<file path="src/design/kyber_pkg.sv">
// Kyber v-noise stage shared constants and data widths
`default_nettype none

package kyber_pkg;

  // One coefficient in the range 0 to q-1
  typedef logic [11:0] coef_t;

  // One input byte of randomness or message
  typedef logic [7:0] byte_t;

  // Position of a coefficient inside a polynomial
  typedef logic [7:0] coef_index_t;

  // Kyber modulus
  localparam coef_t kyber_q = 12'd3329;

  // Decompress1 of a set bit, (q+1)/2
  localparam coef_t kyber_half_q = 12'd1665;

  // Coefficients per polynomial
  localparam int kyber_n = 256;

endpackage : kyber_pkg

`default_nettype wire

</file>
<file path="src/design/cbd_sampler.sv">
// CBD sampler converting randomness bytes into eta-2 noise coefficients under credit control
`timescale 1ns/1ps
`default_nettype none

module cbd_sampler #(
  parameter int FIFO_DEPTH = 4
) (
  input  logic            clk,
  input  logic            reset,
  input  logic            noise_valid,
  input  kyber_pkg::byte_t noise_byte,
  input  logic            credit_return,
  output logic            noise_ready,
  output logic            push,
  output kyber_pkg::coef_t push_coef
);

  import kyber_pkg::*;

  localparam int CNT_W = $clog2(FIFO_DEPTH + 1);

  typedef enum logic {
    first_half,
    second_half
  } half_t;

  half_t            half;
  byte_t            byte_q;
  logic             byte_held;
  logic [CNT_W-1:0] credit_cnt;
  logic             accept;
  logic [3:0]       nibble;
  logic [1:0]       pos_cnt;
  logic [1:0]       neg_cnt;

  assign noise_ready = !byte_held;
  assign accept      = noise_valid && noise_ready;

  // A held byte goes out one coefficient per credited cycle
  assign push = byte_held && (credit_cnt != '0);

  // Centered binomial over the selected nibble
  always_comb begin
    nibble  = (half == first_half) ? byte_q[3:0] : byte_q[7:4];
    pos_cnt = {1'b0, nibble[0]} + {1'b0, nibble[1]};
    neg_cnt = {1'b0, nibble[2]} + {1'b0, nibble[3]};
    if (pos_cnt >= neg_cnt) begin
      push_coef = coef_t'(pos_cnt - neg_cnt);
    end else begin
      // Negative values wrap to q + x
      push_coef = kyber_q - coef_t'(neg_cnt - pos_cnt);
    end
  end

  // Accepted randomness byte
  always_ff @(posedge clk) begin
    if (accept) begin
      byte_q <= noise_byte;
    end
  end

  always_ff @(posedge clk or posedge reset) begin
    if (reset) begin
      byte_held <= 1'b0;
      half      <= first_half;
    end else if (accept) begin
      byte_held <= 1'b1;
      half      <= first_half;
    end else if (push) begin
      if (half == first_half) begin
        half <= second_half;
      end else begin
        // Second coefficient sent so the next byte may enter
        half      <= first_half;
        byte_held <= 1'b0;
      end
    end
  end

  // Credits start full and move by one per push and per returned credit
  always_ff @(posedge clk or posedge reset) begin
    if (reset) begin
      credit_cnt <= CNT_W'(FIFO_DEPTH);
    end else begin
      case ({push, credit_return})
        2'b10: credit_cnt <= credit_cnt - 1'b1;
        2'b01: credit_cnt <= credit_cnt + 1'b1;
        default: credit_cnt <= credit_cnt;
      endcase
    end
  end

endmodule : cbd_sampler

`default_nettype wire

</file>
<file path="src/design/noise_fifo.sv">
// Noise FIFO holding sampled coefficients in show-ahead order and returning credits on pop
`timescale 1ns/1ps
`default_nettype none

module noise_fifo #(
  parameter int FIFO_DEPTH = 4
) (
  input  logic             clk,
  input  logic             reset,
  input  logic             push,
  input  kyber_pkg::coef_t push_coef,
  input  logic             pop,
  output kyber_pkg::coef_t fifo_coef,
  output logic             fifo_nonempty,
  output logic             credit_return
);

  import kyber_pkg::*;

  localparam int PTR_W = $clog2(FIFO_DEPTH);
  localparam int CNT_W = $clog2(FIFO_DEPTH + 1);

  coef_t            mem [FIFO_DEPTH];
  logic [PTR_W-1:0] wr_ptr;
  logic [PTR_W-1:0] rd_ptr;
  logic [CNT_W-1:0] count;

  // Head entry shown without delay
  assign fifo_coef     = mem[rd_ptr];
  assign fifo_nonempty = (count != '0);

  // Every pop frees one slot at the sender
  assign credit_return = pop;

  // Storage array, no full check since the sender holds credits
  always_ff @(posedge clk) begin
    if (push) begin
      mem[wr_ptr] <= push_coef;
    end
  end

  always_ff @(posedge clk or posedge reset) begin
    if (reset) begin
      wr_ptr <= '0;
      rd_ptr <= '0;
      count  <= '0;
    end else begin
      if (push) begin
        if (wr_ptr == PTR_W'(FIFO_DEPTH - 1)) begin
          wr_ptr <= '0;
        end else begin
          wr_ptr <= wr_ptr + 1'b1;
        end
      end
      if (pop) begin
        if (rd_ptr == PTR_W'(FIFO_DEPTH - 1)) begin
          rd_ptr <= '0;
        end else begin
          rd_ptr <= rd_ptr + 1'b1;
        end
      end
      // Occupancy holds when push and pop coincide
      case ({push, pop})
        2'b10: count <= count + 1'b1;
        2'b01: count <= count - 1'b1;
        default: count <= count;
      endcase
    end
  end

endmodule : noise_fifo

`default_nettype wire

</file>
<file path="src/design/message_adder.sv">
// Message adder forming v = e2 + Decompress1(m) with indexed, back-pressured output
`timescale 1ns/1ps
`default_nettype none

module message_adder (
  input  logic                     clk,
  input  logic                     reset,
  input  logic                     msg_valid,
  input  kyber_pkg::byte_t         msg_byte,
  input  kyber_pkg::coef_t         fifo_coef,
  input  logic                     fifo_nonempty,
  input  logic                     coef_ready,
  output logic                     msg_ready,
  output logic                     pop,
  output logic                     coef_valid,
  output kyber_pkg::coef_t         coef,
  output kyber_pkg::coef_index_t   coef_index,
  output logic                     done
);

  import kyber_pkg::*;

  byte_t       msg_bits;
  logic [3:0]  bits_left;
  logic        msg_accept;
  logic        out_free;
  logic        load;
  logic        transfer;
  logic [12:0] sum_raw;
  coef_t       sum_mod;

  // New byte only once every bit of the last one is used
  assign msg_ready  = (bits_left == 4'd0);
  assign msg_accept = msg_valid && msg_ready;

  // Output slot is free when empty or being taken this cycle
  assign out_free = !coef_valid || coef_ready;
  assign load     = out_free && (bits_left != 4'd0) && fifo_nonempty;
  assign pop      = load;
  assign transfer = coef_valid && coef_ready;

  // Decompress1 of the current bit, then one conditional subtraction of q
  always_comb begin
    sum_raw = {1'b0, fifo_coef};
    if (msg_bits[0]) begin
      sum_raw = sum_raw + {1'b0, kyber_half_q};
    end
    if (sum_raw >= {1'b0, kyber_q}) begin
      sum_mod = coef_t'(sum_raw - {1'b0, kyber_q});
    end else begin
      sum_mod = coef_t'(sum_raw);
    end
  end

  // Last coefficient of the polynomial leaves with done
  assign done = transfer && (coef_index == coef_index_t'(kyber_n - 1));

  // Message bits leave LSB first
  always_ff @(posedge clk) begin
    if (msg_accept) begin
      msg_bits <= msg_byte;
    end else if (load) begin
      msg_bits <= {1'b0, msg_bits[7:1]};
    end
  end

  always_ff @(posedge clk or posedge reset) begin
    if (reset) begin
      bits_left <= 4'd0;
    end else if (msg_accept) begin
      bits_left <= 4'd8;
    end else if (load) begin
      bits_left <= bits_left - 4'd1;
    end
  end

  // Result register, held while the sink stalls
  always_ff @(posedge clk) begin
    if (load) begin
      coef <= sum_mod;
    end
  end

  always_ff @(posedge clk or posedge reset) begin
    if (reset) begin
      coef_valid <= 1'b0;
    end else if (load) begin
      coef_valid <= 1'b1;
    end else if (coef_ready) begin
      coef_valid <= 1'b0;
    end
  end

  // Index counts transfers, 8 bits wrap at the polynomial end
  always_ff @(posedge clk or posedge reset) begin
    if (reset) begin
      coef_index <= '0;
    end else if (transfer) begin
      coef_index <= coef_index + 1'b1;
    end
  end

endmodule : message_adder

`default_nettype wire

</file>
<file path="src/design/kyber_v_noise.sv">
// Kyber v-noise top connecting CBD sampler, noise FIFO and message adder
`timescale 1ns/1ps
`default_nettype none

module kyber_v_noise #(
  parameter int FIFO_DEPTH = 4
) (
  input  logic                   clk,
  input  logic                   reset,
  input  logic                   noise_valid,
  input  kyber_pkg::byte_t       noise_byte,
  input  logic                   msg_valid,
  input  kyber_pkg::byte_t       msg_byte,
  input  logic                   coef_ready,
  output logic                   noise_ready,
  output logic                   msg_ready,
  output logic                   coef_valid,
  output kyber_pkg::coef_t       coef,
  output kyber_pkg::coef_index_t coef_index,
  output logic                   done
);

  import kyber_pkg::*;

  // Sampler to FIFO, credit based
  logic  push;
  coef_t push_coef;
  logic  credit_return;

  // FIFO to adder, show-ahead
  coef_t fifo_coef;
  logic  fifo_nonempty;
  logic  pop;

  cbd_sampler #(
    .FIFO_DEPTH (FIFO_DEPTH)
  ) u_cbd_sampler (
    .clk           (clk),
    .reset         (reset),
    .noise_valid   (noise_valid),
    .noise_byte    (noise_byte),
    .credit_return (credit_return),
    .noise_ready   (noise_ready),
    .push          (push),
    .push_coef     (push_coef)
  );

  noise_fifo #(
    .FIFO_DEPTH (FIFO_DEPTH)
  ) u_noise_fifo (
    .clk           (clk),
    .reset         (reset),
    .push          (push),
    .push_coef     (push_coef),
    .pop           (pop),
    .fifo_coef     (fifo_coef),
    .fifo_nonempty (fifo_nonempty),
    .credit_return (credit_return)
  );

  message_adder u_message_adder (
    .clk           (clk),
    .reset         (reset),
    .msg_valid     (msg_valid),
    .msg_byte      (msg_byte),
    .fifo_coef     (fifo_coef),
    .fifo_nonempty (fifo_nonempty),
    .coef_ready    (coef_ready),
    .msg_ready     (msg_ready),
    .pop           (pop),
    .coef_valid    (coef_valid),
    .coef          (coef),
    .coef_index    (coef_index),
    .done          (done)
  );

endmodule : kyber_v_noise

`default_nettype wire

</file>
<file path="config.mk">
export PLATFORM = sky130hd
export DESIGN_NAME = kyber_v_noise
export DESIGN_NICKNAME = d
export VERILOG_FILES = /design/src/design/kyber_pkg.sv /design/src/design/cbd_sampler.sv /design/src/design/noise_fifo.sv /design/src/design/message_adder.sv /design/src/design/kyber_v_noise.sv
export SDC_FILE = /design/constraint.sdc
export NUM_CORES = 1
export LEC_CHECK = 0
export ABC_CLOCK_PERIOD_IN_PS = 3850
export BUFFER_PORTS_ARGS = -buffer_cell sky130_fd_sc_hd__buf_2
export CAP_MARGIN = 20
export CORE_MARGIN = 5
export CORE_UTILIZATION = 55
export CTS_BUF_LIST = sky130_fd_sc_hd__clkbuf_4 sky130_fd_sc_hd__clkbuf_8
export DETAILED_ROUTE_END_ITERATION = 10
export PLACE_DENSITY = 0.71
export REMOVE_ABC_BUFFERS = 1
export SYNTH_ARGS = -nofsm -noshare
export SYNTH_HDL_FRONTEND = slang
export SYNTH_SLANG_ARGS = --single-unit
</file>
<file path="constraint.sdc">
create_clock -name clk -period 3.85 [get_ports clk]
set_input_delay 0.385 -clock clk [delete_from_list [all_inputs] [get_ports clk]]
set_output_delay 0.385 -clock clk [all_outputs]
set_load 0.005 [all_outputs]
</file>
==> metrics.txt, run 1 <==
met1 Use GR=19.5%; setup TNS=0 ns; total congestion overflow=0; wire per inst=14.8 µm; DRC Markers=0; commonest non-fill, non-tap cell in the layout=edfxtp_1; Worst Clk Skew=0.0109 ns; Synth Instances=331; die height=98.7 µm; P_int=1.26 mW; Post-CTS Hold Buffers=0; Hold Path Class=input pin to flop; Synth-to-Final Area Change=11.5%; dpl ws=0.267 ns; vias in the first global route=2,773; critical path's slowest cell=mux4_1; clock tree buffer depth=2; ys flop type=edfxtp_1; Final setup violation count=0; CTS Sinks=81; total CTS buffers=9; clk slew on worst S/H paths=0.08 ns; Comb power frac=1.8%; Initial DRC Count=107; worst vdd ir=0.202 mV; number of max-cap violations=0; top cells by area, synth=edfxtp_1 (39%), dfrtp_1 (14%), ha_1 (6.4%); Core Area=7690 µm²; Worst slew margin=48.6%; I/O Buffers=44; # Post-CTS Setup Buffers=0; Worst Tran Pin Value=0.770 ns; Reg power frac=59.1%; sw power=0.319 mW; maximum clock frequency=278 MHz; Final Wtd Congestion=0.845; ys async rst share=30.9%; GRT Max-Usage Layer=met2; Pleak=1.97 nW; crit path launch type=flop; Starting Density=56.3%; DR vias/cell=5.42; Worst path top cell family by delay=compound AO/OA/AOI/OAI gates; setup ws final=0.252 ns; met3 Use GR=3.82%; Rows=32; Synth Area per Inst=13.1 µm²; drt pass-1 iters=4; via count=2,634; CP peak stage delay=0.71 ns; share of the synthesized area in the top cell type=38.8%; clock latency on the worst-skew pair=0.35 ns; register area share after synthesis=53.3%; CP Capture Type=flop; IO Count=45; crit path buf inv count=1; antenna fix cells=0; WP data arrival=3.69 ns; post_cts resized=0; status=complete, no violations; most frequent cells in the layout=edfxtp_1 (56), buf_2 (44), nor2_1 (24), dfrtp_1 (24), nand2_1 (23); first-pass GRT wire length=12.6 mm; Die Area=9750 µm²; clock power share=39.1%; power density over the cells=327 nW/µm²; Tcrit/Tclk final=93.4%; final WL=7.17 mm; GR Util met2=27.8%; share of post-route cells with drive strength above 1=27.3%; initial antenna violation count=0; CTS tree=built; Max Slew Vio Count=0; Total GRT Usage=15.9%; Post-Syn Area=4330 µm²; detailed placement HPWL=5.28 mm; Nets=426; Yosys top cell by area=edfxtp_1; Switching Fraction=20.2%; clk root buf=clkbuf_8; Die W=98.7 µm; crit path max fanout=7; fin crit period=3.60 ns; largest net degree at the start of global routing=26; CP cell instances=mux4_1 > and3_4 > inv_1 > ha_1 > nand4b_1 > mux2i_1 > a211o_2 > a31oi_1 > a21o_2 > a22oi_1 > a311o_2; RSZ-0062 raised after global routing=false; Critical Path RT=3.95 ns; Seq cells post-synth=81; H-Tree Depth=3; Post-synth EDFFs=56; final count of hold timing violations=0; post-synthesis cell type count=62; Final ANT Viol Nets=0; Yosys Warn Count=0; kind of critical path=flop to flop
## power groups by stage
stage                     clock [mW]  sequential, mW  combinational (mW)
after global placement             0           0.951              0.0248
after floorplan                    0           0.950             0.00929
after detailed placement           0           0.951              0.0258
after CTS                      0.636           0.931              0.0258
final                          0.617           0.931              0.0291
after global routing           0.673           0.932              0.0338
## synth_stat cells, drive strengths merged, types with 2 or more instances
cell type and count:
a21boi 4, a21o 2, a21oi 7, a31oi 5
and2 5, and3 7, buf 4, clkbuf 8
dfrtp 24, edfxtp 56, fa 4, ha 22
inv 21, mux2 14, mux2i 5, mux4 8
nand2 23, nand2b 2, nand3 5, nand3b 2
nand4 2, nand4b 3, nand4bb 2, nor2 24
nor2b 2, nor3 7, nor3b 3, nor4 2
o211ai 3, o21ai 13, or2b 2, or3 2
xnor2 17, xor2 9
## stage by stage
stage | hold WS (ns) | total power, mW | cell area (µm²) | instances | util (%)
4_1_cts | 0.191 | 1.59 | 4790 | 484 | 62.3
2_1_floorplan | 0.412 | 0.960 | 4230 | 319 | -
3_3_place_gp | 0.459 | 0.975 | 4600 | 468 | 59.8
3_5_place_dp | 0.473 | 0.976 | 4600 | 468 | 59.8
6_report | 0.209 | 1.58 | 4830 | 486 | 62.8
5_1_grt | 0.183 | 1.64 | 4830 | 486 | 62.8
## metal layers
metal	vias to the layer above	part of all wire, %	wire length [µm]
li1	1293	-	-
met1	1280	43	3070
met2	50	52	3730
met3	11	3.8	270
met4	0	1.4	103
met5	-	0	0
## worst paths after layout
check | slack [ns] | to | cells after the start | startpoint
worst max-delay path | 0.25 | u_message_adder.coef[10] | 11 | u_noise_fifo.rd_ptr[0]
worst min-delay path | 0.21 | u_cbd_sampler.byte_q[7] | 1 | noise_byte[7]
worst max register to register | 0.25 | u_message_adder.coef[10] | 11 | u_noise_fifo.rd_ptr[0]
worst min register to register | 0.48 | u_noise_fifo.count[2] | 1 | u_noise_fifo.count[2]
max in group asynchronous | 2.93 | u_cbd_sampler.credit_cnt[2] | 4 | reset
min in group asynchronous | 0.47 | u_message_adder.coef_index[0] | 3 | reset
## logic make-up (layout without fill, tap and decap cells)
family | after synthesis | after routing | share of synthesized area (%)
simple gates | 94 | 94 | 11.7
flops | 81 | 81 | 53.3
compound gates | 44 | 44 | 7.83
buf+inv | 33 | 86 | 4.22
mux | 27 | 27 | 9.05
fa+ha+maj | 26 | 26 | 8.21
xor+xnor | 26 | 26 | 5.69
## sequential cells by signal, summed over array words and instances, names as in the netlist
register	cells
u_message_adder.msg_bits	8
u_noise_fifo.rd_ptr	2
u_noise_fifo.wr_ptr	2
u_cbd_sampler.byte_held	1
u_cbd_sampler.credit_cnt	3
u_message_adder.coef	12
u_noise_fifo.count	3
u_message_adder.coef_valid	1
u_cbd_sampler.half	1
u_message_adder.coef_index	8
u_noise_fifo.mem	28
u_cbd_sampler.byte_q	8
u_message_adder.bits_left	4
## area by class of cell
class / instances / area [µm²]
well taps: 102 / 128
inverters: 21 / 78.8
clock inverters: 5 / 55.1
clock buffers: 11 / 139
multi-input cells: 217 / 1840
flip-flops and latches: 81 / 2310
fillers: 653 / 2860
repair buffers: 49 / 280
(Power assumes the default switching activity.)
==> inputs of run 2 (changes only) <==
--- a/config.mk
+++ b/config.mk
@@ -8,11 +8,13 @@
 export ABC_CLOCK_PERIOD_IN_PS = 3850
 export BUFFER_PORTS_ARGS = -buffer_cell sky130_fd_sc_hd__buf_2
 export CAP_MARGIN = 20
+export CELL_PAD_IN_SITES_DETAIL_PLACEMENT = 1
+export CELL_PAD_IN_SITES_GLOBAL_PLACEMENT = 1
 export CORE_MARGIN = 5
-export CORE_UTILIZATION = 55
+export CORE_UTILIZATION = 50
 export CTS_BUF_LIST = sky130_fd_sc_hd__clkbuf_4 sky130_fd_sc_hd__clkbuf_8
 export DETAILED_ROUTE_END_ITERATION = 10
-export PLACE_DENSITY = 0.71
+export PLACE_DENSITY = 0.78
 export REMOVE_ABC_BUFFERS = 1
 export SYNTH_ARGS = -nofsm -noshare
 export SYNTH_HDL_FRONTEND = slang
==> constraint.sdc (replaced) <==
create_clock -name clk -period 3.85 [get_ports clk]
set_input_delay 0.77 -clock clk [delete_from_list [all_inputs] [get_ports clk]]
set_output_delay 0.77 -clock clk [all_outputs]
set_load 0.005 [all_outputs]
==> metrics.txt, run 2 (synthesis results as in run 1) <==
first-pass GRT wire length=12.8 mm (was 12.6 mm); Hold Path Class=input pin to asynchronous set/reset pin (was input pin to flop); status=complete, no violations (unchanged); post-layout util=56.6% (was 62.8%); clk slew on worst S/H paths=0.08 ns (about the same); antenna fix cells=0 (unchanged); IO Count=45 (unchanged); Final ANT Viol Nets=0 (unchanged); largest net degree at the start of global routing=26 (unchanged); Starting Density=50.4% (was 56.3%); drt pass-1 iters=4 (unchanged); power density over the cells=341 nW/µm² (was 327 nW/µm²); post-route design area=4860 µm² (was 4830 µm²); biggest regs=u_noise_fifo.mem (28), u_message_adder.coef (12) (unchanged); R2R setup slack=0.25 ns (about the same); final count of hold timing violations=0 (unchanged); CP Capture Type=flop (unchanged); fill count=901 (was 653); Max Slew Vio Count=0 (unchanged); crit path launch type=flop (unchanged); Pleak=1.97 nW (about the same); Tcrit/Tclk final=93.4% (about the same); Worst slew margin=48.2% (was 48.6%); Final Wtd Congestion=0.816 (was 0.845); fin crit period=3.60 ns (about the same); setup TNS=0 ns (unchanged); Top reg by flops=u_noise_fifo.mem (unchanged); Worst Clk Skew=0.0110 ns (was 0.0109 ns); total CTS buffers=9 (unchanged); share of post-route cells with drive strength above 1=27.7% (was 27.3%); Final setup violation count=0 (unchanged); maximum clock frequency=278 MHz (about the same); Critical Path RT=3.95 ns (about the same); Worst R2R End=u_message_adder.coef[10] (unchanged); WP data arrival=3.70 ns (was 3.69 ns); Synth-to-Final Area Change=12.3% (was 11.5%); Placed Area=4600 µm² (about the same); Rows=34 (was 32); kind of critical path=flop to flop (unchanged); worst-case reg-to-reg path depth=12 (was 11); Initial DRC Count=71 (was 107); RSZ-0062 raised after global routing=false (unchanged); final WL=7.61 mm (was 7.17 mm); commonest non-fill, non-tap cell in the layout=edfxtp_1 (unchanged); I/O Buffers=44 (unchanged); CTS tree=built (unchanged); DR vias/cell=5.35 (was 5.42); wire per inst=15.5 µm (was 14.8 µm); initial antenna violation count=0 (unchanged); number of max-cap violations=0 (unchanged); DRC Markers=0 (unchanged); most frequent cells in the layout=edfxtp_1 (56), buf_2 (44), nor2_1 (24), nand2_1 (23), dfrtp_1 (23) (was edfxtp_1 (56), buf_2 (44), nor2_1 (24), dfrtp_1 (24), nand2_1 (23)); CTS Sinks=81 (unchanged); max reg flops=28 (unchanged); Nets=425 (was 426); H-Tree Depth=3 (unchanged); via count=2,625 (was 2,634); die height=103 µm (was 98.7 µm); Total GRT Usage=15.5% (was 15.9%); clk root buf=clkbuf_8 (unchanged); Die Area=10,600 µm² (was 9750 µm²); reg-to-reg startpoint=u_noise_fifo.rd_ptr[0] (unchanged); clock latency on the worst-skew pair=0.35 ns (about the same); Worst Tran Pin Value=0.777 ns (was 0.770 ns); Final Power=1.66 mW (was 1.58 mW); crit path max fanout=10 (was 7); Post-CTS Hold Buffers=0 (unchanged); worst vdd ir=0.231 mV (was 0.202 mV); clock tree buffer depth=2 (unchanged); Core Area=8590 µm² (was 7690 µm²); detailed placement HPWL=5.90 mm (was 5.28 mm); Die W=103 µm (was 98.7 µm); vias in the first global route=2,692 (was 2,773); total congestion overflow=0 (unchanged)
==> run 2: layout make-up <==
class	count	area [µm²]	share of cell area (%)
Clock inverter	4	76.3	1.57
Clock buffer	12	153	3.14
Inverter	21	78.8	1.62
Tap cell	108	135	2.78
Sequential cell	81	2310	47.5
Timing Repair Buffer	48	270	5.56
Multi-Input combinational cell	217	1840	37.8
==> run 2: metrics by stage <==
stage | std cells | hold WS, ns | worst slack, ns
2_1_floorplan | 319 | 0.443 | 0.304
5_1_grt | 491 | 0.273 | 0.114
6_report | 491 | 0.295 | 0.254
4_1_cts | 490 | 0.489 | 0.126
3_5_place_dp | 474 | 0.477 | 0.142
3_3_place_gp | 474 | 0.459 | 0.269
==> run 2: worst max-delay path, stage by stage, from the launching register on <==
cell      delay [ns]
dfrtp_2         0.50
buf_4           0.21
mux4_2          0.56
and3_4          0.18
inv_1           0.07
ha_1            0.28
nand4b_1        0.11
mux2i_1         0.09
a211o_2         0.40
a31oi_1         0.33
a21o_2          0.19
a22oi_1         0.08
a311o_2         0.36
==> run 2: routing by layer <==
| metal | vias up | wire length (µm) | GRT usage, % |
|---|---|---|---|
| li1 | 1287 | - | - |
| met1 | 1292 | 3210 | 18.8 |
| met2 | 37 | 4050 | 27.2 |
| met3 | 9 | 239 | 2.98 |
| met4 | 0 | 114 | 5.98 |
| met5 | - | 0 | 0 |
==> run 2: worst max-delay path by stage <==
stage | end | from | depth (start not counted)
floorplan | u_message_adder.coef[10] | u_noise_fifo.rd_ptr[0] | 11
global placement | u_message_adder.coef[10] | u_noise_fifo.rd_ptr[0] | 12
detailed placement | u_message_adder.coef[10] | u_noise_fifo.rd_ptr[0] | 12
CTS | u_message_adder.coef[10] | u_noise_fifo.rd_ptr[0] | 12
global route | u_message_adder.coef[10] | u_noise_fifo.rd_ptr[0] | 12
finish | u_message_adder.coef[10] | u_noise_fifo.rd_ptr[0] | 12
==> run 2: what timing repair did <==
item,in CTS,in global routing
buffers inserted,0,0
gates resized for setup,0,1
endpoints found under the setup margin,0,1
==> run 2: where the power goes <==
group          internal (mW)  switching, mW
clock                  0.399          0.300
combinational         0.0164         0.0122
sequential             0.927        0.00504
